<file path="src/design/cache_pkg.sv">
`default_nettype none

// ==========================================================================
// shared widths and types of the four-way cache store
// ==========================================================================
package cache_pkg;

	localparam int ADR_W    = 16;
	localparam int DATA_W   = 64;
	localparam int OFFSET_W = 3;
	localparam int WAYS     = 4;
	// the tag is the full line address, so it does not depend on the set count
	localparam int TAG_W    = ADR_W - OFFSET_W;
	localparam int BYTES    = DATA_W / 8;

	// one way entry is laid out as {tag, modified, data}, data lowest
	localparam int ENTRY_W  = TAG_W + 1 + DATA_W;
	localparam int MOD_BIT  = DATA_W;
	localparam int TAG_LSB  = DATA_W + 1;

	typedef logic [ADR_W-1:0]         adr_t;
	typedef logic [TAG_W-1:0]         tag_t;
	typedef logic [DATA_W-1:0]        line_data_t;
	typedef logic [BYTES-1:0]         byte_sel_t;
	typedef logic [WAYS-1:0]          way_mask_t;
	typedef logic [ENTRY_W-1:0]       way_entry_t;
	// way 0 sits in the lowest ENTRY_W bits of a RAM word
	typedef logic [WAYS*ENTRY_W-1:0]  set_word_t;

	typedef enum logic [1:0] {
		OP_LOAD  = 2'd0,
		OP_WRITE = 2'd1,
		OP_INVAL = 2'd2
	} upd_op_e;

	typedef enum logic [1:0] {
		IDLE   = 2'd0,
		LOOKUP = 2'd1,
		MERGE  = 2'd2,
		COMMIT = 2'd3
	} upd_state_e;

endpackage

`default_nettype wire
</file>
<file path="src/design/update_pipe.sv">
`timescale 1ns/1ps
`default_nettype none

// ==========================================================================
// update side FSM: IDLE, LOOKUP, MERGE, COMMIT
// ==========================================================================
module update_pipe #(
	parameter int SET_W = 4
) (
	input  logic                  wclk,
	input  logic                  rst,
	input  logic                  upd_valid,
	input  cache_pkg::upd_op_e    upd_op,
	input  cache_pkg::adr_t       upd_adr,
	input  cache_pkg::byte_sel_t  upd_sel,
	input  cache_pkg::line_data_t upd_data,
	output logic                  upd_ready,
	output logic                  upd_done,
	output logic                  upd_hit,
	output logic                  ram_rd_en,
	output logic [SET_W-1:0]      ram_rd_set,
	input  cache_pkg::set_word_t  ram_word,
	output logic                  ram_wr_en,
	output logic [SET_W-1:0]      ram_wr_set,
	output cache_pkg::set_word_t  ram_wr_word,
	output logic [SET_W-1:0]      vset,
	input  cache_pkg::way_mask_t  valid,
	output logic                  val_load,
	output cache_pkg::way_mask_t  val_set_mask,
	output cache_pkg::way_mask_t  val_clr_mask,
	output logic [SET_W-1:0]      val_wr_set
);

	cache_pkg::upd_state_e  state;
	cache_pkg::upd_op_e     op_q;
	cache_pkg::adr_t        adr_q;
	cache_pkg::byte_sel_t   sel_q;
	cache_pkg::line_data_t  data_q;
	logic [SET_W-1:0]       set_q;
	cache_pkg::tag_t        tag_q;
	logic                   accept;
	cache_pkg::way_mask_t   hit_mask;
	cache_pkg::way_mask_t   low_mask;
	logic                   hit;
	cache_pkg::line_data_t  sel_data;
	cache_pkg::line_data_t  wr_data;
	cache_pkg::way_entry_t  load_entry;
	cache_pkg::set_word_t   merged;
	cache_pkg::set_word_t   word_q;
	cache_pkg::way_mask_t   set_mask_q;
	cache_pkg::way_mask_t   clr_mask_q;
	logic                   hit_q;

	assign upd_ready = (state == cache_pkg::IDLE);
	assign accept    = upd_valid && upd_ready;
	assign set_q     = adr_q[cache_pkg::OFFSET_W +: SET_W];
	assign tag_q     = adr_q[cache_pkg::ADR_W-1:cache_pkg::OFFSET_W];

	// the RAM read is launched on the accepting edge so LOOKUP sees the word
	assign ram_rd_en  = accept;
	assign ram_rd_set = upd_adr[cache_pkg::OFFSET_W +: SET_W];
	assign vset       = set_q;

	always_ff @(posedge wclk) begin
		if (rst) begin
			state <= cache_pkg::IDLE;
		end else begin
			case (state)
				cache_pkg::IDLE:   if (upd_valid) state <= cache_pkg::LOOKUP;
				cache_pkg::LOOKUP: state <= cache_pkg::MERGE;
				cache_pkg::MERGE:  state <= cache_pkg::COMMIT;
				default:           state <= cache_pkg::IDLE;
			endcase
		end
	end

	always_ff @(posedge wclk) begin
		if (accept) begin
			op_q   <= upd_op;
			adr_q  <= upd_adr;
			sel_q  <= upd_sel;
			data_q <= upd_data;
		end
	end

	// LOOKUP compares, the hit mask is ready in MERGE
	way_match u_match (
		.wclk         (wclk),
		.word         (ram_word),
		.valid        (valid),
		.tag          (tag_q),
		.hit_mask     (hit_mask),
		.hit          (hit),
		.sel_data     (sel_data),
		.sel_modified ()
	);

	// isolate the lowest set bit, the way that writes and invalidates act on
	assign low_mask   = hit_mask & (~hit_mask + cache_pkg::way_mask_t'(1));
	assign load_entry = {tag_q, 1'b0, data_q};

	always_comb begin
		for (int b = 0; b < cache_pkg::BYTES; b++) begin
			wr_data[b*8 +: 8] = sel_q[b] ? data_q[b*8 +: 8] : sel_data[b*8 +: 8];
		end
	end

	always_comb begin
		merged = ram_word;
		case (op_q)
			cache_pkg::OP_LOAD: begin
				// LRU shift, old way 3 falls off the top
				merged = {ram_word[(cache_pkg::WAYS-1)*cache_pkg::ENTRY_W-1:0], load_entry};
			end
			cache_pkg::OP_WRITE: begin
				for (int w = 0; w < cache_pkg::WAYS; w++) begin
					if (low_mask[w]) begin
						merged[w*cache_pkg::ENTRY_W +: cache_pkg::DATA_W] = wr_data;
						merged[w*cache_pkg::ENTRY_W + cache_pkg::MOD_BIT] = 1'b1;
					end
				end
			end
			default: begin
				// invalidate rewrites the word as it was
				merged = ram_word;
			end
		endcase
	end

	always_ff @(posedge wclk) begin
		if (state == cache_pkg::MERGE) begin
			word_q     <= merged;
			hit_q      <= hit;
			set_mask_q <= (op_q == cache_pkg::OP_WRITE) ? low_mask : '0;
			clr_mask_q <= (op_q == cache_pkg::OP_INVAL) ? low_mask : '0;
		end
	end

	// COMMIT drives both RAM copies and the valid flops together
	assign upd_done     = (state == cache_pkg::COMMIT);
	assign upd_hit      = upd_done && hit_q;
	assign ram_wr_en    = upd_done && (op_q == cache_pkg::OP_LOAD || hit_q);
	assign ram_wr_set   = set_q;
	assign ram_wr_word  = word_q;
	assign val_wr_set   = set_q;
	assign val_load     = upd_done && (op_q == cache_pkg::OP_LOAD);
	assign val_set_mask = upd_done ? set_mask_q : '0;
	assign val_clr_mask = upd_done ? clr_mask_q : '0;

endmodule

`default_nettype wire

</file>
<file path="src/design/way_match.sv">
`timescale 1ns/1ps
`default_nettype none

// tag compare across all ways of one set word
module way_match (
	input  logic                   wclk,
	input  cache_pkg::set_word_t   word,
	input  cache_pkg::way_mask_t   valid,
	input  cache_pkg::tag_t        tag,
	output cache_pkg::way_mask_t   hit_mask,
	output logic                   hit,
	output cache_pkg::line_data_t  sel_data,
	output logic                   sel_modified
);

	cache_pkg::way_entry_t  ent [cache_pkg::WAYS];
	cache_pkg::way_mask_t   match;
	cache_pkg::line_data_t  data_c;
	logic                   mod_c;

	always_comb begin
		for (int w = 0; w < cache_pkg::WAYS; w++) begin
			ent[w] = word[w*cache_pkg::ENTRY_W +: cache_pkg::ENTRY_W];
			// an invalid way never matches, whatever its stale tag says
			match[w] = valid[w] &&
				(ent[w][cache_pkg::TAG_LSB +: cache_pkg::TAG_W] == tag);
		end
	end

	// walk from the top way down so the lowest matching way wins
	always_comb begin
		data_c = '0;
		mod_c  = 1'b0;
		for (int w = cache_pkg::WAYS - 1; w >= 0; w--) begin
			if (match[w]) begin
				data_c = ent[w][cache_pkg::DATA_W-1:0];
				mod_c  = ent[w][cache_pkg::MOD_BIT];
			end
		end
	end

	always_ff @(posedge wclk) begin
		hit_mask     <= match;
		hit          <= |match;
		sel_data     <= data_c;
		sel_modified <= mod_c;
	end

endmodule

`default_nettype wire

</file>
<file path="config.mk">
export PLATFORM = sky130hd
export DESIGN_NAME = update_pipe
export DESIGN_NICKNAME = d
export VERILOG_FILES = /design/src/design/cache_pkg.sv /design/src/design/update_pipe.sv /design/src/design/way_match.sv
export SDC_FILE = /design/constraint.sdc
export NUM_CORES = 1
export LEC_CHECK = 0
export BUFFER_PORTS_ARGS = -buffer_cell sky130_fd_sc_hd__buf_2
export CORE_AREA = 2 2 295 297
export CTS_CLUSTER_DIAMETER = 80
export DETAILED_ROUTE_END_ITERATION = 10
export DIE_AREA = 0 0 297 299
export RECOVER_POWER = 50
export SETUP_SLACK_MARGIN = 0.15
export SLEW_MARGIN = 30
export SYNTH_ARGS = -nofsm -noshare
export SYNTH_HDL_FRONTEND = slang
export SYNTH_SLANG_ARGS = --single-unit
</file>
<file path="constraint.sdc">
create_clock -name wclk -period 18.12 [get_ports wclk]
set_input_delay 0.906 -clock wclk [delete_from_list [all_inputs] [get_ports wclk]]
set_output_delay 0.906 -clock wclk [all_outputs]
set_load 0.02 [all_outputs]
</file>
== After elaboration in Yosys (flattened, before gate mapping) ==
Cells that the tools add are included.
Cells by class
  reduce and logical (&&, ||, !) cells: 12
  bitwise logic cells: 2
  eq/ne operators: 10
  add/sub/neg operators: 1
  muxes and demuxes: 28
Operators by type and width (number)
  65-bit one-hot mux with 2 select lines: 4
  65-bit 2-to-1 mux: 4
  64-bit 2-to-1 mux: 4
  8-bit 2-to-1 mux: 8
  13-bit == test: 4
  13-bit 2-to-1 mux: 4
  1-bit logical AND: 8
  4-bit 2-to-1 mux: 2
  2-bit == test (second input constant): 3
  2-bit one-hot mux with 3 select lines: 1
  4-bit by 1-bit adder with 4-bit output (second input constant): 1
  4-bit AND: 1
  2-bit by 1-bit == test with 1-bit output (second input constant): 2
  2-bit logical NOT: 2
  4-bit inverter: 1
  4-bit OR reduction: 1
  2-bit 2-to-1 mux: 1
  2-bit inequality test (second input constant): 1
  1-bit logical OR: 1
Word-level totals
  output and inout port bits: 342
  register bits after elaboration: 482

== Logic depth before layout (Yosys ltp) ==
  depth after elaboration: 6
  depth in mapped cells: 8

== By module ==
A second synthesis with hierarchy kept.
Second synthesis, totals
  cells, all modules: 2180
  area total of the unflattened synthesis: 24581.1 um^2
Modules (own cells, without submodules)
  update_pipe: instances 1, sequential area each 12291.8 um^2, area an instance 19217.2 um^2, cells each 1486
  way_match: instances 1, sequential area each 1401.3 um^2, area an instance 5363.9 um^2, cells each 694

== Least setup slack after synthesis ==
Ideal clock, no wire load.
  kind: register to register
  from: register state[0]
  to: register state[0]
  path buffers: 0
  setup slack: 9.575 ns
  cell stages (with the launch flop): 6
  period minus slack after synthesis: 8.545 ns
  data arrival time: 8.482 ns
  required time: 18.056 ns
  cell sequence: dfxtp_1 inv_1 ha_1 a21oi_1 o22a_1 nor2_1
Between the ends
  word-level cells in the longest chain between the ends: 2
Ends and longest elaborated chain
  start, declared: RTL line update_pipe.sv:34  | cache_pkg::upd_state_e state;
  start signal, assigned: RTL line update_pipe.sv:66  | state <= cache_pkg::IDLE;
  start signal, assigned: RTL line update_pipe.sv:69  | cache_pkg::IDLE: if (upd_valid) state <= cache_pkg::LOOKUP;
  start signal, assigned: RTL line update_pipe.sv:70  | cache_pkg::LOOKUP: state <= cache_pkg::MERGE;
  2-bit == test (tied with other cells): RTL line update_pipe.sv:68  | case (state)
  2-bit one-hot mux with 3 select lines / 2-bit inequality test (equally long branches)
Several ways; a longest one is shown, not always the timed one.
A chain may end at the register's enable or synchronous reset.

== Worst setup path in the final report ==
  from: register op_q[0]
  to: register word_q[266], in the netlist ram_wr_word[266], data pin
Between the ends
  word-level cells in the longest chain between the ends: 2
Ends and longest elaborated chain
  start, declared: RTL line update_pipe.sv:35  | cache_pkg::upd_op_e op_q;
  start signal, assigned: RTL line update_pipe.sv:79  | op_q <= upd_op;
  2-bit by 1-bit == test with 1-bit output / 2-bit logical NOT (equally long branches): RTL line update_pipe.sv:110  | case (op_q)
  65-bit one-hot mux with 2 select lines (*): RTL line update_pipe.sv:110
  via merged[266]: RTL line update_pipe.sv:48  | cache_pkg::set_word_t merged;
  end signal, assigned: RTL line update_pipe.sv:132  | word_q <= merged;
  end, declared: RTL line update_pipe.sv:49  | cache_pkg::set_word_t word_q;
Mark *: on every way through the listed nets, which the timed path passes. The rest lies on a longest branch.

==> results.cfg <==
[placed_design]
place_congestion = 0.9295
dp.cells = 3959
port_buffers = 747
hpwl_um = 74690

[synth]
postSynth.asyncResetShare_pct = 0
synth-edff-count = 408
synth_cell_type_count = 40
synth_ff_type = edfxtp_1
yosys.area.top_type_share_pct = 49.98
yosys-top-cells-area = edfxtp_1 50%, o22ai_1 11%, dfxtp_1 5.8%, a21oi_1 4.4%, nand2_1 3.6%
synth_area_um2 = 24510
synth_seq_cells = 479
synthesis.nets = 2704
yosys_warnings = 0
yosys.area.top_type = edfxtp_1
netlist_instances = 2291
ys_seq_area_share_pct = 55.78
syn_avg_cell_area_um2 = 10.70

[clock_network]
cts_hold_buf = 0
tritoncts = yes
htree_levels = 2
cts.clk_slew.worst_paths_ps = 60
postCtsSetupBuffers = 0
cts_inserted_buffers = 59
cts_resized = 0
clk_latency_ps = 650
cts_root_buf = clkbuf_16
clockBufferDepth = 3
clock-sinks = 479

[routing]
vias = 24350
drt_iter0_drc = 3214
drc = 0
routed_wl_um = 118300
avgViaCountPerCell = 5.950
drtPass1Iterations = 9
wire_per_inst_um = 28.91
ant_nets = 0

[setup_path]
cp_max_fo = 138
slowest_delay_ps = 5030
critPathLaunchType = flip-flop
cpLargestDelayFamily = buffers and inverters
cpMaxStageDelayCell = clkbuf_1
cp_data_arrival_time_ps = 10770
end_kind = flip-flop
r2r_slack_ps = 7850
path_cells = clkbuf_1 -> nand2_1 -> nor2_1 -> a222oi_1 -> inv_1
crit_cells = 5
reg2reg_depth = 5
critical_path_class = reg2reg
worst-path-buf-inv = 2
critPathRequiredTime_ps = 18620

[global_routing]
grt_pass1_wl_um = 164600
grtUsageTotal_pct = 25.10
overflow = 0
grt_pass1_vias = 22680
antenna_found_initial = 28
grt_max_degree = 147

[timing]
finClkSkew_ps = 33.94
min_period_ps = 10270
rsz0062_at_grt = no
drv_slew = 719
period_share_pct = 56.68
finalSetupViolCount = 0
fmax_mhz = 97.36
fin_tns_setup_ps = 0
finalHoldViolations = 0
worst_slew_pin_slew_ps = 8597
relSlewSlack_pct = -473.1

[power_and_ir_drop]
max-vdd-ir-drop_uv = 73.79
p_leak_nw = 11.09
p_per_area_nw_per_um2 = 105.9

[final_layout]
drive_above_1_share_pct = 22.53
syn_to_final_growth_pct = 24.08
fin_util_pct = 35.39
layout.nets = 3279
stdcell_count = 4092

[die]
die_x_um = 297
io-pin-count = 751
die_h_um = 299
dieArea_um2 = 88800
placementRows = 108
start_util_pct = 28.52
coreArea_um2 = 85940

[run]
cap_viol_max_count = 9

[min_path]
whs_path_depth = 0
min_path_type = reg2reg

[run_status]
violations = max-capacitance violations, max-slew violations
outcome = finished, violations left
[Yosys cell counts, types with 16 or more instances]
cell,instances
a21oi_1,215
a222oi_1,44
and3_1,65
buf_1,16
buf_2,51
buf_4,24
clkbuf_1,171
dfxtp_1,71
edfxtp_1,408
inv_1,53
mux2_2,53
nand2_1,232
nand3_1,64
nand4_1,70
nor2_1,86
o22ai_1,424
o311a_1,64
o31ai_2,50
xnor2_1,28
xor2_1,24
[placed cells by master (no fill, tap or decap), types with 53 or more instances in the layout]
cell / Yosys / routed
nor2_1: 86 / 85
and3_1: 65 / 65
inv_1: 53 / 53
a21oi_1: 215 / 214
dfxtp_1: 71 / 70
buf_2: 51 / 417
mux2_2: 53 / 53
clkbuf_1: 171 / 360
clkbuf_16: 0 / 60
o22ai_1: 424 / 424
edfxtp_1: 408 / 408
nand2_1: 232 / 227
nand3_1: 64 / 64
o311a_1: 64 / 64
nand4_1: 70 / 70
[worst reg2reg max path: stages (launching register included)]
cell and delay [ps]:
edfxtp_1 320, clkbuf_1 5030, nand2_1 3480, nor2_1 1000
a222oi_1 190, inv_1 120
[sequential cells by signal, summed over array words and instances (netlist names)]
| register | count |
|---|---|
| u_match.hit | 1 |
| u_match.sel_data | 64 |
| u_match.hit_mask | 4 |
| data_q | 64 |
| clr_mask_q | 4 |
| hit_q | 1 |
| adr_q | 13 |
| op_q | 2 |
| state | 2 |
| ram_wr_word | 312 |
| sel_q | 8 |
| set_mask_q | 4 |
[power by group]
part	leakage (nW)	internal, mW	switching, mW
sequential	4.34	1.35	0.0506
combinational	5.83	0.180	0.459
clock	0.913	0.668	0.512
[final timing paths]
check / end / from
setup / recovery: ram_wr_word[266]$_DFFE_PN_ / op_q[0]$_DFFE_PP_
hold / removal: hit_q$_DFFE_PN_ / u_match.hit$_DFF_P_
setup reg to reg: ram_wr_word[266]$_DFFE_PN_ / op_q[0]$_DFFE_PP_
hold reg to reg: hit_q$_DFFE_PN_ / u_match.hit$_DFF_P_
[area by class of cell]
cell class              count  area [µm²]
flip-flops and latches    479       13680
clock inverters            26       245.2
clock buffers              85        1625
repair buffers            785        3601
diodes                     21       52.55
multi-input cells        1487        9560
fillers                  8922       55530
inverters                  54       210.2
well taps                1155        1445
[layer usage]
layer	wire length, µm	global-route usage, %	vias up
li1	-	-	10190
met1	45360	32.55	11960
met2	54350	40.04	1853
met3	13060	5.809	347
met4	5503	10.99	4
met5	27	0	-
[stage by stage]
stage	total power [mW]	instance area, µm²	setup slack (ps)	hold slack, ps
floorplan	1.801	24510	9575	385.5
CTS	3.236	30840	14420	377.9
finish	3.221	30420	7849	416.6
global route	3.321	30410	7599	392.3
detailed placement	2.057	28970	14080	404.7
global placement	2.051	28940	14060	394.5
[cell families after synthesis]
kind of cell,share of synthesized area [%]
AND/OR/NAND/NOR,10.57
AO/OA/AOI/OAI,22.79
XOR/XNOR,1.858
multiplexers,2.925
adder cells (fa/ha/maj),0.2042
buffers and inverters,5.880
flip-flops,55.78
Note: power is estimated with default switching activity, not from simulation.
