$ cat src/design/cache_pkg.sv
`default_nettype none

// ==========================================================================
// shared widths and types of the four-way cache store
// ==========================================================================
package cache_pkg;

	localparam int ADR_W    = 16;
	localparam int DATA_W   = 64;
	localparam int OFFSET_W = 3;
	localparam int WAYS     = 4;
	// the tag is the full line address, so it does not depend on the set count
	localparam int TAG_W    = ADR_W - OFFSET_W;
	localparam int BYTES    = DATA_W / 8;

	// one way entry is laid out as {tag, modified, data}, data lowest
	localparam int ENTRY_W  = TAG_W + 1 + DATA_W;
	localparam int MOD_BIT  = DATA_W;
	localparam int TAG_LSB  = DATA_W + 1;

	typedef logic [ADR_W-1:0]         adr_t;
	typedef logic [TAG_W-1:0]         tag_t;
	typedef logic [DATA_W-1:0]        line_data_t;
	typedef logic [BYTES-1:0]         byte_sel_t;
	typedef logic [WAYS-1:0]          way_mask_t;
	typedef logic [ENTRY_W-1:0]       way_entry_t;
	// way 0 sits in the lowest ENTRY_W bits of a RAM word
	typedef logic [WAYS*ENTRY_W-1:0]  set_word_t;

	typedef enum logic [1:0] {
		OP_LOAD  = 2'd0,
		OP_WRITE = 2'd1,
		OP_INVAL = 2'd2
	} upd_op_e;

	typedef enum logic [1:0] {
		IDLE   = 2'd0,
		LOOKUP = 2'd1,
		MERGE  = 2'd2,
		COMMIT = 2'd3
	} upd_state_e;

endpackage

`default_nettype wire
$ cat src/design/valid_store.sv
`timescale 1ns/1ps
`default_nettype none

// ==========================================================================
// valid bits, one mask per set, kept in flops so reset clears them at once
// ==========================================================================
module valid_store #(
	parameter int SET_W = 4
) (
	input  logic                 wclk,
	input  logic                 rst,
	input  logic [SET_W-1:0]     rd_set_a,
	input  logic [SET_W-1:0]     rd_set_b,
	input  logic [SET_W-1:0]     val_wr_set,
	output cache_pkg::way_mask_t valid_a,
	output cache_pkg::way_mask_t valid_b,
	input  logic                 val_load,
	input  cache_pkg::way_mask_t val_set_mask,
	input  cache_pkg::way_mask_t val_clr_mask
);

	cache_pkg::way_mask_t vmask [2**SET_W];

	// port a serves the read pipeline, port b the update side
	assign valid_a = vmask[rd_set_a];
	assign valid_b = vmask[rd_set_b];

	always_ff @(posedge wclk) begin
		if (rst) begin
			for (int s = 0; s < 2**SET_W; s++) begin
				vmask[s] <= '0;
			end
		end else if (val_load) begin
			// a load pushes the older ways down and way 0 becomes the new line
			vmask[val_wr_set] <= {vmask[val_wr_set][cache_pkg::WAYS-2:0], 1'b1};
		end else if (|val_set_mask || |val_clr_mask) begin
			// write commits set a bit, invalidate commits clear one
			// the two masks are never both nonzero on one commit
			vmask[val_wr_set] <= (vmask[val_wr_set] | val_set_mask) & ~val_clr_mask;
		end
	end

endmodule

`default_nettype wire

$ cat config.mk
export PLATFORM = sky130hd
export DESIGN_NAME = valid_store
export DESIGN_NICKNAME = d
export VERILOG_FILES = /design/src/design/cache_pkg.sv /design/src/design/valid_store.sv
export SDC_FILE = /design/constraint.sdc
export NUM_CORES = 1
export LEC_CHECK = 0
export ABC_AREA = 0
export BUFFER_PORTS_ARGS = -buffer_cell sky130_fd_sc_hd__buf_2
export CORE_MARGIN = 5
export CORE_UTILIZATION = 35
export DETAILED_ROUTE_END_ITERATION = 10
export PLACE_DENSITY = 0.62
export SLEW_MARGIN = 20
export SYNTH_ARGS = -nofsm -noshare
export SYNTH_HDL_FRONTEND = slang
export SYNTH_SLANG_ARGS = --single-unit
$ cat constraint.sdc
create_clock -name wclk -period 2.2 [get_ports wclk]
set_clock_uncertainty 0.05 [all_clocks]
set_input_delay 0.22 -clock wclk [delete_from_list [all_inputs] [get_ports wclk]]
set_output_delay 0.22 -clock wclk [all_outputs]
set_load 0.01 [all_outputs]
Word-level counts from Yosys, hierarchy flattened
Memories as Yosys holds them, arrays and structs flattened.
Index checks and enable logic that the tools add are counted.
- logic and storage cells: 22
- register bits: 0
- memories: 1
- memory bits (writable): 64
- mux-type cells: 13
- bitwise logic cells: 4
- reduce and logical (&&, ||, !) cells: 4
- memories (name ; depth ; width ; read ports ; clocked after memory_dff ; write ports ; RTL line ; source):
    vmask ; 16 ; 4 ; 3 ; 0 ; 16 ; valid_store.sv:22 ; cache_pkg::way_mask_t vmask [2**SET_W];
- operators with widths (cell ; count):
    4-bit two-way mux ; 3
    4-bit OR reduction ; 3
    1-bit two-way mux ; 10
    4-bit bitwise AND ; 1
    4-bit NOT ; 1
    4-bit bitwise OR ; 1
    1-bit logical OR ; 1
    1-bit bitwise OR ; 1

Longest topological paths before layout
Gate-level depths: netlist (run 1).
- depth in word-level cells: 9
- gate-level depth with buffers: 7

Worst setup path before layout (run 1)
No wires, ideal clock.
- path type: input port to output port
- from: input port rd_set_a[0]
- to: output port valid_a[0]
- data required time: 1930 ps
- arrival time: 1958 ps
- stages: 4
- slack: -28 ps
- cells stage by stage: clkbuf_1 -> buf_2 -> mux4_2 -> mux4_2
- longest elaborated chain between the ends: 1
- RTL lines (item ; RTL line ; source):
    start: declaration ; valid_store.sv:12 ; input logic [SET_W-1:0] rd_set_a,
    memory 16 x 4 bit ; n/a ;
    end: declaration ; valid_store.sv:15 ; output cache_pkg::way_mask_t valid_a,
No other way between the ends.

==> results.ini, run 1 <==
[outcome]
status = complete, no violations

[route]
drt_iter0_drc = 431
route.detailed.drc = 0
ant_nets = 0
vias_per_cell = 6.152
routed_wl_mm = 13.47
wire_per_inst_um = 23.76
vias = 3488
dr.pass1.iters = 5

[worst_setup_path]
r2r-start = vmask[14][0]
path_cells = mux4_2 > mux4_2 > buf_6
critPathCaptureType = primary output
cp-startpoint = vmask[2][3]
ff2ff_setup_slack_ns = 0.01
cpMostUsedCell = mux4_2
cp.arrival_ns = 1.93
slowest_delay_ns = 0.52
ff2ff_path_depth = 5
crit_fanout = 3
slowest_stage = mux4_2
r2r-end = vmask[12][0]
critical_path_required_ns = 1.93
cp-start-kind = flop
crit_type = reg -> out

[synth]
ys_types = 38
syn-num-nets = 344
synth_flop_cell = edfxtp_1
synth-seq-area-share_pct = 42.67
yosysWarnings = 0
ys_ff_latch = 64
syn_area_per_cell_um2 = 14.03
synth-edff-count = 64
synth-async-reset-ratio_pct = 0
synthCells = 321
synthesis.area_mm2 = 0.004504

[finish]
regMostFlops = vmask
final_cell_mix = edfxtp_1 (64), buf_4 (53), mux4_2 (51)
largestRegisters = vmask (64)
drive_above_1_share_pct = 45.32
fin_nets = 416
largest_reg_flops = 64
antennaDiodeCount = 0
finalNonFillerCells = 567
syn_to_final_growth_pct = 22.83
layout_commonest_cell = edfxtp_1

[sta]
rsz0062_at_grt = true
hold_viol_final = 0
slew_headroom_pct = 39.11
setup_viol = 0
tns_ns = 0
max_clock_freq_ghz = 0.4548
fin_crit_sh_pct = 99.95
min_period_ns = 2.199
slew_violations = 0
tightestPinTransition_ns = 0.9050

[worst_hold_path]
min_path_type = in -> reg
worstHoldEndpoint = vmask[9][0]
worstHoldStart = val_wr_set[1]
hold_depth = 2

[global_route]
overflow = 0
antenna_found_initial = 0
grt_pass1_vias = 3485
grt_max_degree = 19
grt_first_pass_wirelength_mm = 20.60
track_usage_pct = 18.64

[power]
leakagePower_nw = 1.923
p_switching_mw = 0.8568
power.density_mw_per_mm2 = 601.1
p_clk_share_pct = 35.8
p_seq_share_pct = 43.7
switching_share_pct = 25.76
peakVddDrop_v = 0.0003061
intPower_mw = 2.469
combPwrFrac_pct = 20.5

[floorplanning]
rows = 41
die_x_um = 123.4
die_area_mm2 = 0.01524
coreArea_mm2 = 0.01262
io_pins = 31
start_util_pct = 35.69
dieHeight_um = 123.4

[job]
maxCapViolations = 0

[placement]
io_buffer_count = 30
dp_cells = 551
gp_congestion = 0.9326
hpwl_mm = 10.63

[clock_network]
clkLatencyLatePin_ns = 0.33
clock_tree.root_cell = clkbuf_16
cts_tree = done
path_clk_slew_ns = 0.05
cts_sinks = 64
clock_path_buffers = 2
h-tree-depth = 3
cts_made_buffers = 9

worst max-delay path by stage:
stage | endpoint | slack, ns | depth (start not counted)
3_5_place_dp | vmask[0][2] | -0.11 | 7
4_1_cts | valid_b[3] | -0.007 | 3
6_report | valid_b[3] | 0.001 | 3
5_1_grt | valid_b[3] | -0.03 | 3
3_3_place_gp | vmask[7][0] | -0.10 | 6
2_1_floorplan | vmask[7][3] | 0.05 | 5
critical path, delay by kind of cell, from the launching register on:
family / cells / cell delay [ns]
buf+inv: 1 / 0.15
mux: 2 / 1.01
flops: 1 / 0.44
routing by layer:
layer,vias to the layer above,part of all wire [%],global-route usage [%],wire [um]
met2,199,46,28.51,6165
met1,1753,44,27.15,5926
li1,1519,-,-,-
met5,-,0,0,0
met3,17,8.5,3.385,1141
met4,0,1.8,5.467,238
what timing repair did:
item,4_1_cts,5_1_grt
hold buffers,0,0
cloned,0,0
endpoints found under the setup margin,2,20
gates resized for setup,1,5
setup buffers,2,1
cell families after synthesis:
| family | count (synthesis) | synth area share (%) |
|---|---|---|
| simple gates | 88 | 10.94 |
| compound gates | 68 | 12.64 |
| buf+inv | 33 | 4.028 |
| mux | 68 | 29.72 |
| flops | 64 | 42.67 |
synth_stat cells (3+ instances only):
cell       n  area (um^2)
nor4_1     3        18.77
nand3_1   12        60.06
o32ai_1   16        140.1
buf_2     13        65.06
a21oi_1   32        160.2
nand4_1    3        18.77
o22a_1     3        26.28
mux2_2    12        135.1
nor3_1    17        85.08
clkbuf_1  10        37.54
nand2_1   13        48.80
or4_1      9        67.56
buf_6      5        56.30
or2_2      3        18.77
nand2b_1  19        118.9
edfxtp_1  64         1922
inv_1      3        11.26
mux2i_1    4        40.04
nor2_1     3        11.26
a311oi_2   3        45.04
mux4_2    51         1149
stage by stage:
stage / utilization [%] / hold WS, ns / setup slack (ns) / cell area [um^2] / power (mW)
4_1_cts: 43.56 / 0.3156 / -0.006877 / 5497 / 3.327
3_5_place_dp: 41.48 / 0.6638 / -0.1148 / 5235 / 2.133
2_1_floorplan: - / 0.5033 / 0.04897 / 4509 / 1.861
3_3_place_gp: 41.48 / 0.6536 / -0.1018 / 5235 / 2.114
5_1_grt: 43.84 / 0.3389 / -0.02851 / 5533 / 3.439
6_report: 43.84 / 0.3217 / 0.001102 / 5533 / 3.326
layout make-up:
class,count,area (um^2)
repair buffers,91,739.5
inverters,3,11.26
multi-input cells,224,2405
fillers,1218,7087
clock inverters,4,15.01
flip-flops and latches,64,1922
well taps,172,215.2
clock buffers,9,225.2
power by group through the flow:
stage | clock, mW | sequential, mW | combinational [mW]
after floorplan | 0 | 1.45 | 0.415
after global placement | 0 | 1.47 | 0.640
after detailed placement | 0 | 1.48 | 0.656
after CTS | 1.21 | 1.45 | 0.664
after global routing | 1.26 | 1.46 | 0.723
final | 1.19 | 1.45 | 0.682
(Power assumes the default switching activity.)
==> run 2, diff against run 1 <==
CORE_ASPECT_RATIO = 1.75   (was default)
==> results.ini, run 2 (synthesis results as in run 1) <==
[outcome]
status = finished, violations left  ; was complete, no violations
violations = negative setup slack

[floorplanning]
dieHeight_um = 160.1  ; was 123.4 um
coreArea_mm2 = 0.01280  ; was 0.01262 mm^2
io_pins = 31  ; unchanged
rows = 55  ; was 41
die_area_mm2 = 0.01533  ; was 0.01524 mm^2
die_x_um = 95.76  ; was 123.4 um
start_util_pct = 35.19  ; was 35.69%

[sta]
fin_crit_sh_pct = 101.4  ; was 99.95%
setup_ws_ns = -0.03030  ; was 0.001102 ns
slew_headroom_pct = 71.46  ; was 39.11%
min_period_ns = 2.230  ; was 2.199 ns
fin_hold_ws_ns = 0.2918  ; was 0.3217 ns
rsz0062_at_grt = true  ; unchanged
slew_violations = 0  ; unchanged
max_clock_freq_ghz = 0.4484  ; was 0.4548 GHz
setup_viol = 5  ; was 0
hold_viol_final = 0  ; unchanged
tightestPinTransition_ns = 0.4280  ; was 0.9050 ns

[global_route]
antenna_found_initial = 0  ; unchanged
track_usage_pct = 18.87  ; was 18.64%
grt_max_degree = 19  ; unchanged
overflow = 0  ; unchanged
grt_pass1_vias = 3663  ; was 3485
grt_first_pass_wirelength_mm = 21.18  ; was 20.60 mm

[worst_setup_path]
cp-startpoint = vmask[15][3]  ; was vmask[2][3]
path_cells = mux4_2 > mux4_2 > buf_6  ; unchanged
cpMostUsedCell = mux4_2  ; unchanged
cp-start-kind = flop  ; unchanged
crit_type = reg -> out  ; unchanged
cp.arrival_ns = 1.96  ; was 1.93 ns
critPathCaptureType = primary output  ; unchanged
slowest_delay_ns = 0.53  ; was 0.52 ns
slowest_stage = mux4_2  ; unchanged
crit_fanout = 3  ; unchanged
r2r-start = vmask[5][3]  ; was vmask[14][0]
critical_path_required_ns = 1.93  ; about the same

[worst_hold_path]
worstHoldStart = val_wr_set[1]  ; unchanged
min_path_type = in -> reg  ; unchanged

[route]
ant_nets = 0  ; unchanged
drt_iter0_drc = 267  ; was 431
vias = 3478  ; was 3488
routed_wl_mm = 13.76  ; was 13.47 mm
wire_per_inst_um = 24.26  ; was 23.76 um
vias_per_cell = 6.134  ; was 6.152
route.detailed.drc = 0  ; unchanged
dr.pass1.iters = 4  ; was 5

[finish]
largestRegisters = vmask (64)  ; unchanged
regMostFlops = vmask  ; unchanged
drive_above_1_share_pct = 50.51  ; was 45.32%
fillers = 1215  ; was 1218
regArea_mm2 = 0.001922  ; unchanged
fin_nets = 414  ; was 416
finish.utilization_pct = 44.12  ; was 43.84%
stdcell_area_mm2 = 0.005647  ; was 0.005533 mm^2
final_cell_mix = edfxtp_1 (64), mux4_2 (51), buf_4 (51)  ; was edfxtp_1 (64), buf_4 (53), mux4_2 (51)
syn_to_final_growth_pct = 25.36  ; was 22.83%
largest_reg_flops = 64  ; unchanged
multiInputGateArea_mm2 = 0.002476  ; was 0.002405 mm^2
antennaDiodeCount = 0  ; unchanged
layout_commonest_cell = edfxtp_1  ; unchanged

[placement]
hpwl_mm = 11.08  ; was 10.63 mm
io_buffer_count = 30  ; unchanged
placed_area_mm2 = 0.005161  ; was 0.005235 mm^2
dp_slack_ns = -0.1822  ; was -0.1148 ns
gp_congestion = 0.9147  ; was 0.9326

[power]
leakagePower_nw = 1.937  ; was 1.923 nW
totalPowerFinal_mw = 3.667  ; was 3.326 mW
power.density_mw_per_mm2 = 649.4  ; was 601.1 mW/mm^2
peakVddDrop_v = 0.0002902  ; was 0.0003061 V

[clock_network]
h-tree-depth = 3  ; unchanged
cts_sinks = 64  ; unchanged
clock_tree.root_cell = clkbuf_16  ; unchanged
cts_made_buffers = 9  ; unchanged
cts_tree = done  ; unchanged
clkLatencyLatePin_ns = 0.33  ; about the same
path_clk_slew_ns = 0.05  ; about the same
clock_path_buffers = 2  ; unchanged

[job]
maxCapViolations = 0  ; unchanged

[run 2: worst max-delay path, delay by kind of cell, from the launching register on]
family	cells	cell delay, ns
multiplexers	2	1.03
flip-flops	1	0.45
buffers and inverters	1	0.15
[run 2: what timing repair did]
action / in CTS / in global routing
gates cloned: 0 / 0
pin swaps: 1 / 1
hold buffers: 0 / 0
setup endpoints to repair: 8 / 36
endpoints found under the hold margin: 0 / 0
gates resized for setup: 5 / 26
buffers inserted: 4 / 0
[run 2: final cells by class]
cell class              count  area share [%]
multi-input cells         224           43.85
flip-flops and latches     64           34.03
repair buffers             89           12.43
clock buffers              10           4.055
well taps                 171           3.789
clock inverters             6           1.640
inverters                   3          0.1994
[run 2: final timing paths]
kind	slack (ns)	cells past startpoint	end
hold reg to reg	1.24	5	vmask[11][0]
setup reg to reg	0.01	5	vmask[15][3]
setup / recovery	-0.03	3	valid_b[3]
hold / removal	0.29	2	vmask[9][0]
[run 2: power breakdown]
group | leakage [nW] | switching [mW] | internal [mW] | total, mW
Sequential | 0.664 | 0.0610 | 1.40 | 1.46
Clock | 0.149 | 0.531 | 0.997 | 1.53
Combinational | 1.12 | 0.341 | 0.336 | 0.677
[run 2: per-stage QoR]
| step | TNS (ns) | std cells |
|---|---|---|
| CTS | -0.1084 | 567 |
| finish | -0.06845 | 567 |
| global placement | -4.922 | 547 |
| floorplan | 0 | 321 |
| global route | -0.6158 | 567 |
| detailed placement | -5.787 | 547 |
[run 2: metal layers]
metal	GRT usage (%)	share of wire, %	up-vias
met2	33.67	56	190
met1	19.96	34	1733
met5	0	0	-
li1	-	-	1511
met4	12.24	5.7	0
met3	2.545	4.7	44
==> run 3, diff against run 2 <==
SETUP_SLACK_MARGIN = 0.1   (was default)
==> results.ini, run 3 (synthesis results as in run 1) <==
[outcome]
status = finished, violations left  ; unchanged
violations = negative setup slack  ; unchanged

[worst_hold_path]
min_path_type = in -> reg  ; unchanged

[global_route]
grt_max_degree = 19  ; unchanged
grt_first_pass_wirelength_mm = 22.40  ; was 21.18 mm
grt_pass1_vias = 3761  ; was 3663
antenna_found_initial = 0  ; unchanged
track_usage_pct = 20.30  ; was 18.87%
overflow = 0  ; unchanged

[floorplanning]
dieHeight_um = 160.1  ; unchanged
start_util_pct = 35.19  ; unchanged
rows = 55  ; unchanged
die_area_mm2 = 0.01533  ; unchanged
coreArea_mm2 = 0.01280  ; unchanged
die_x_um = 95.76  ; unchanged
io_pins = 31  ; unchanged

[finish]
stdcell_area_mm2 = 0.005938  ; was 0.005647 mm^2
layout_commonest_cell = edfxtp_1  ; unchanged
drive_above_1_share_pct = 61.48  ; was 50.51%
largest_reg_flops = 64  ; unchanged
regMostFlops = vmask  ; unchanged
fin_nets = 424  ; was 414
fillers = 1145  ; was 1215
syn_to_final_growth_pct = 31.83  ; was 25.36%
largestRegisters = vmask (64)  ; unchanged
finish.utilization_pct = 46.39  ; was 44.12%
antennaDiodeCount = 0  ; unchanged
final_cell_mix = edfxtp_1 (64), buf_4 (54), mux4_2 (51)  ; was edfxtp_1 (64), mux4_2 (51), buf_4 (51)

[power]
p_clk_share_pct = 35.6  ; was 41.7%
totalPowerFinal_mw = 3.432  ; was 3.667 mW
peakVddDrop_v = 0.0003585  ; was 0.0002902 V
p_seq_share_pct = 42.8  ; was 39.9%
switching_share_pct = 26.93  ; was 25.44%
intPower_mw = 2.508  ; was 2.734 mW
leakagePower_nw = 1.994  ; was 1.937 nW
combPwrFrac_pct = 21.7  ; was 18.5%
p_switching_mw = 0.9243  ; was 0.9329 mW
power.density_mw_per_mm2 = 578.0  ; was 649.4 mW/mm^2

[worst_setup_path]
crit_fanout = 3  ; unchanged
cp-start-kind = flop  ; unchanged
crit_type = reg -> out  ; unchanged
cp.arrival_ns = 1.99  ; was 1.96 ns
critPathCaptureType = primary output  ; unchanged
critical_path_required_ns = 1.93  ; about the same

[sta]
rsz0062_at_grt = true  ; unchanged
setup_ws_ns = -0.05925  ; was -0.03030 ns
max_clock_freq_ghz = 0.4426  ; was 0.4484 GHz
setup_viol = 26  ; was 5
slew_violations = 0  ; unchanged
hold_viol_final = 0  ; unchanged
slew_headroom_pct = 70.11  ; was 71.46%
tns_ns = -0.5626  ; was -0.06845 ns
min_period_ns = 2.259  ; was 2.230 ns
tightestPinTransition_ns = 0.4484  ; was 0.4280 ns
fin_crit_sh_pct = 102.7  ; was 101.4%

[route]
ant_nets = 0  ; unchanged
dr.pass1.iters = 5  ; was 4
drt_iter0_drc = 256  ; was 267
route.detailed.drc = 0  ; unchanged
wire_per_inst_um = 25.79  ; was 24.26 um
vias_per_cell = 6.236  ; was 6.134
vias = 3592  ; was 3478
routed_wl_mm = 14.86  ; was 13.76 mm

[placement]
gp_congestion = 0.9221  ; was 0.9147
io_buffer_count = 30  ; unchanged
dp_slack_ns = -0.1671  ; was -0.1822 ns
placed_area_mm2 = 0.005240  ; was 0.005161 mm^2
hpwl_mm = 11.83  ; was 11.08 mm

[clock_network]
clock_path_buffers = 2  ; unchanged
clkLatencyLatePin_ns = 0.33  ; about the same
h-tree-depth = 3  ; unchanged
cts_tree = done  ; unchanged
clock_tree.root_cell = clkbuf_16  ; unchanged
path_clk_slew_ns = 0.05  ; about the same
cts_sinks = 64  ; unchanged
cts_made_buffers = 9  ; unchanged

[job]
maxCapViolations = 0  ; unchanged

[run 3: changes by cell type in the layout (fill, tap and decap cells not counted), sizes merged]
| cell | change |
|---|---|
| bufinv | -2 |
| clkinvlp | -1 |
| clkinv | +3 |
| buf | +10 |
| inv | -1 |
[run 3: repair_timing]
action	CTS	global route
hold buffers	0	0
pin swaps	8	0
endpoints found under the setup margin	72	72
gates resized for setup	82	4
setup buffers	3	0
gates cloned	1	0
[run 3: worst paths after layout]
check	start	endpoint	slack, ns	depth (start not counted)
hold reg to reg	vmask[11][2]	vmask[4][3]	1.20	5
setup reg to reg	vmask[0][2]	vmask[9][2]	-0.03	6
hold / removal	val_wr_set[1]	vmask[9][0]	0.46	3
setup / recovery	vmask[13][3]	valid_a[3]	-0.06	3
[run 3: metal layers]
layer | vias up | wire, um | global-route usage (%)
met5 | - | 0 | 0
met4 | 0 | 1219 | 15.03
met3 | 65 | 707 | 1.885
met2 | 181 | 8093 | 36.24
met1 | 1807 | 4836 | 21.14
li1 | 1539 | - | -
[run 3: power by group through the flow]
stage	Sequential (mW)	Clock, mW	Combinational [mW]
2_1_floorplan	1.45	0	0.419
3_3_place_gp	1.49	0	0.631
3_5_place_dp	1.49	0	0.643
4_1_cts	1.47	1.23	0.733
5_1_grt	1.47	1.28	0.785
6_report	1.47	1.22	0.744
[run 3: metrics by stage]
stage	hold slack [ns]	std cells
floorplan	0.4868	321
global placement	0.8000	557
detailed placement	0.8106	557
CTS	0.4634	576
global route	0.4961	576
finish	0.4615	576
[run 3: critical path, stage by stage (launching register included)]
cell	delay [ns]
edfxtp_1	0.50
mux4_2	0.52
mux4_2	0.50
buf_6	0.14
[run 3: area by class of cell]
type	count	area [um^2]	share of cell area [%]
clock inverters	5	25.02	0.4214
repair buffers	99	804.5	13.55
multi-input cells	224	2733	46.02
inverters	3	11.26	0.1896
well taps	171	214.0	3.603
clock buffers	10	229.0	3.856
flip-flops and latches	64	1922	32.36
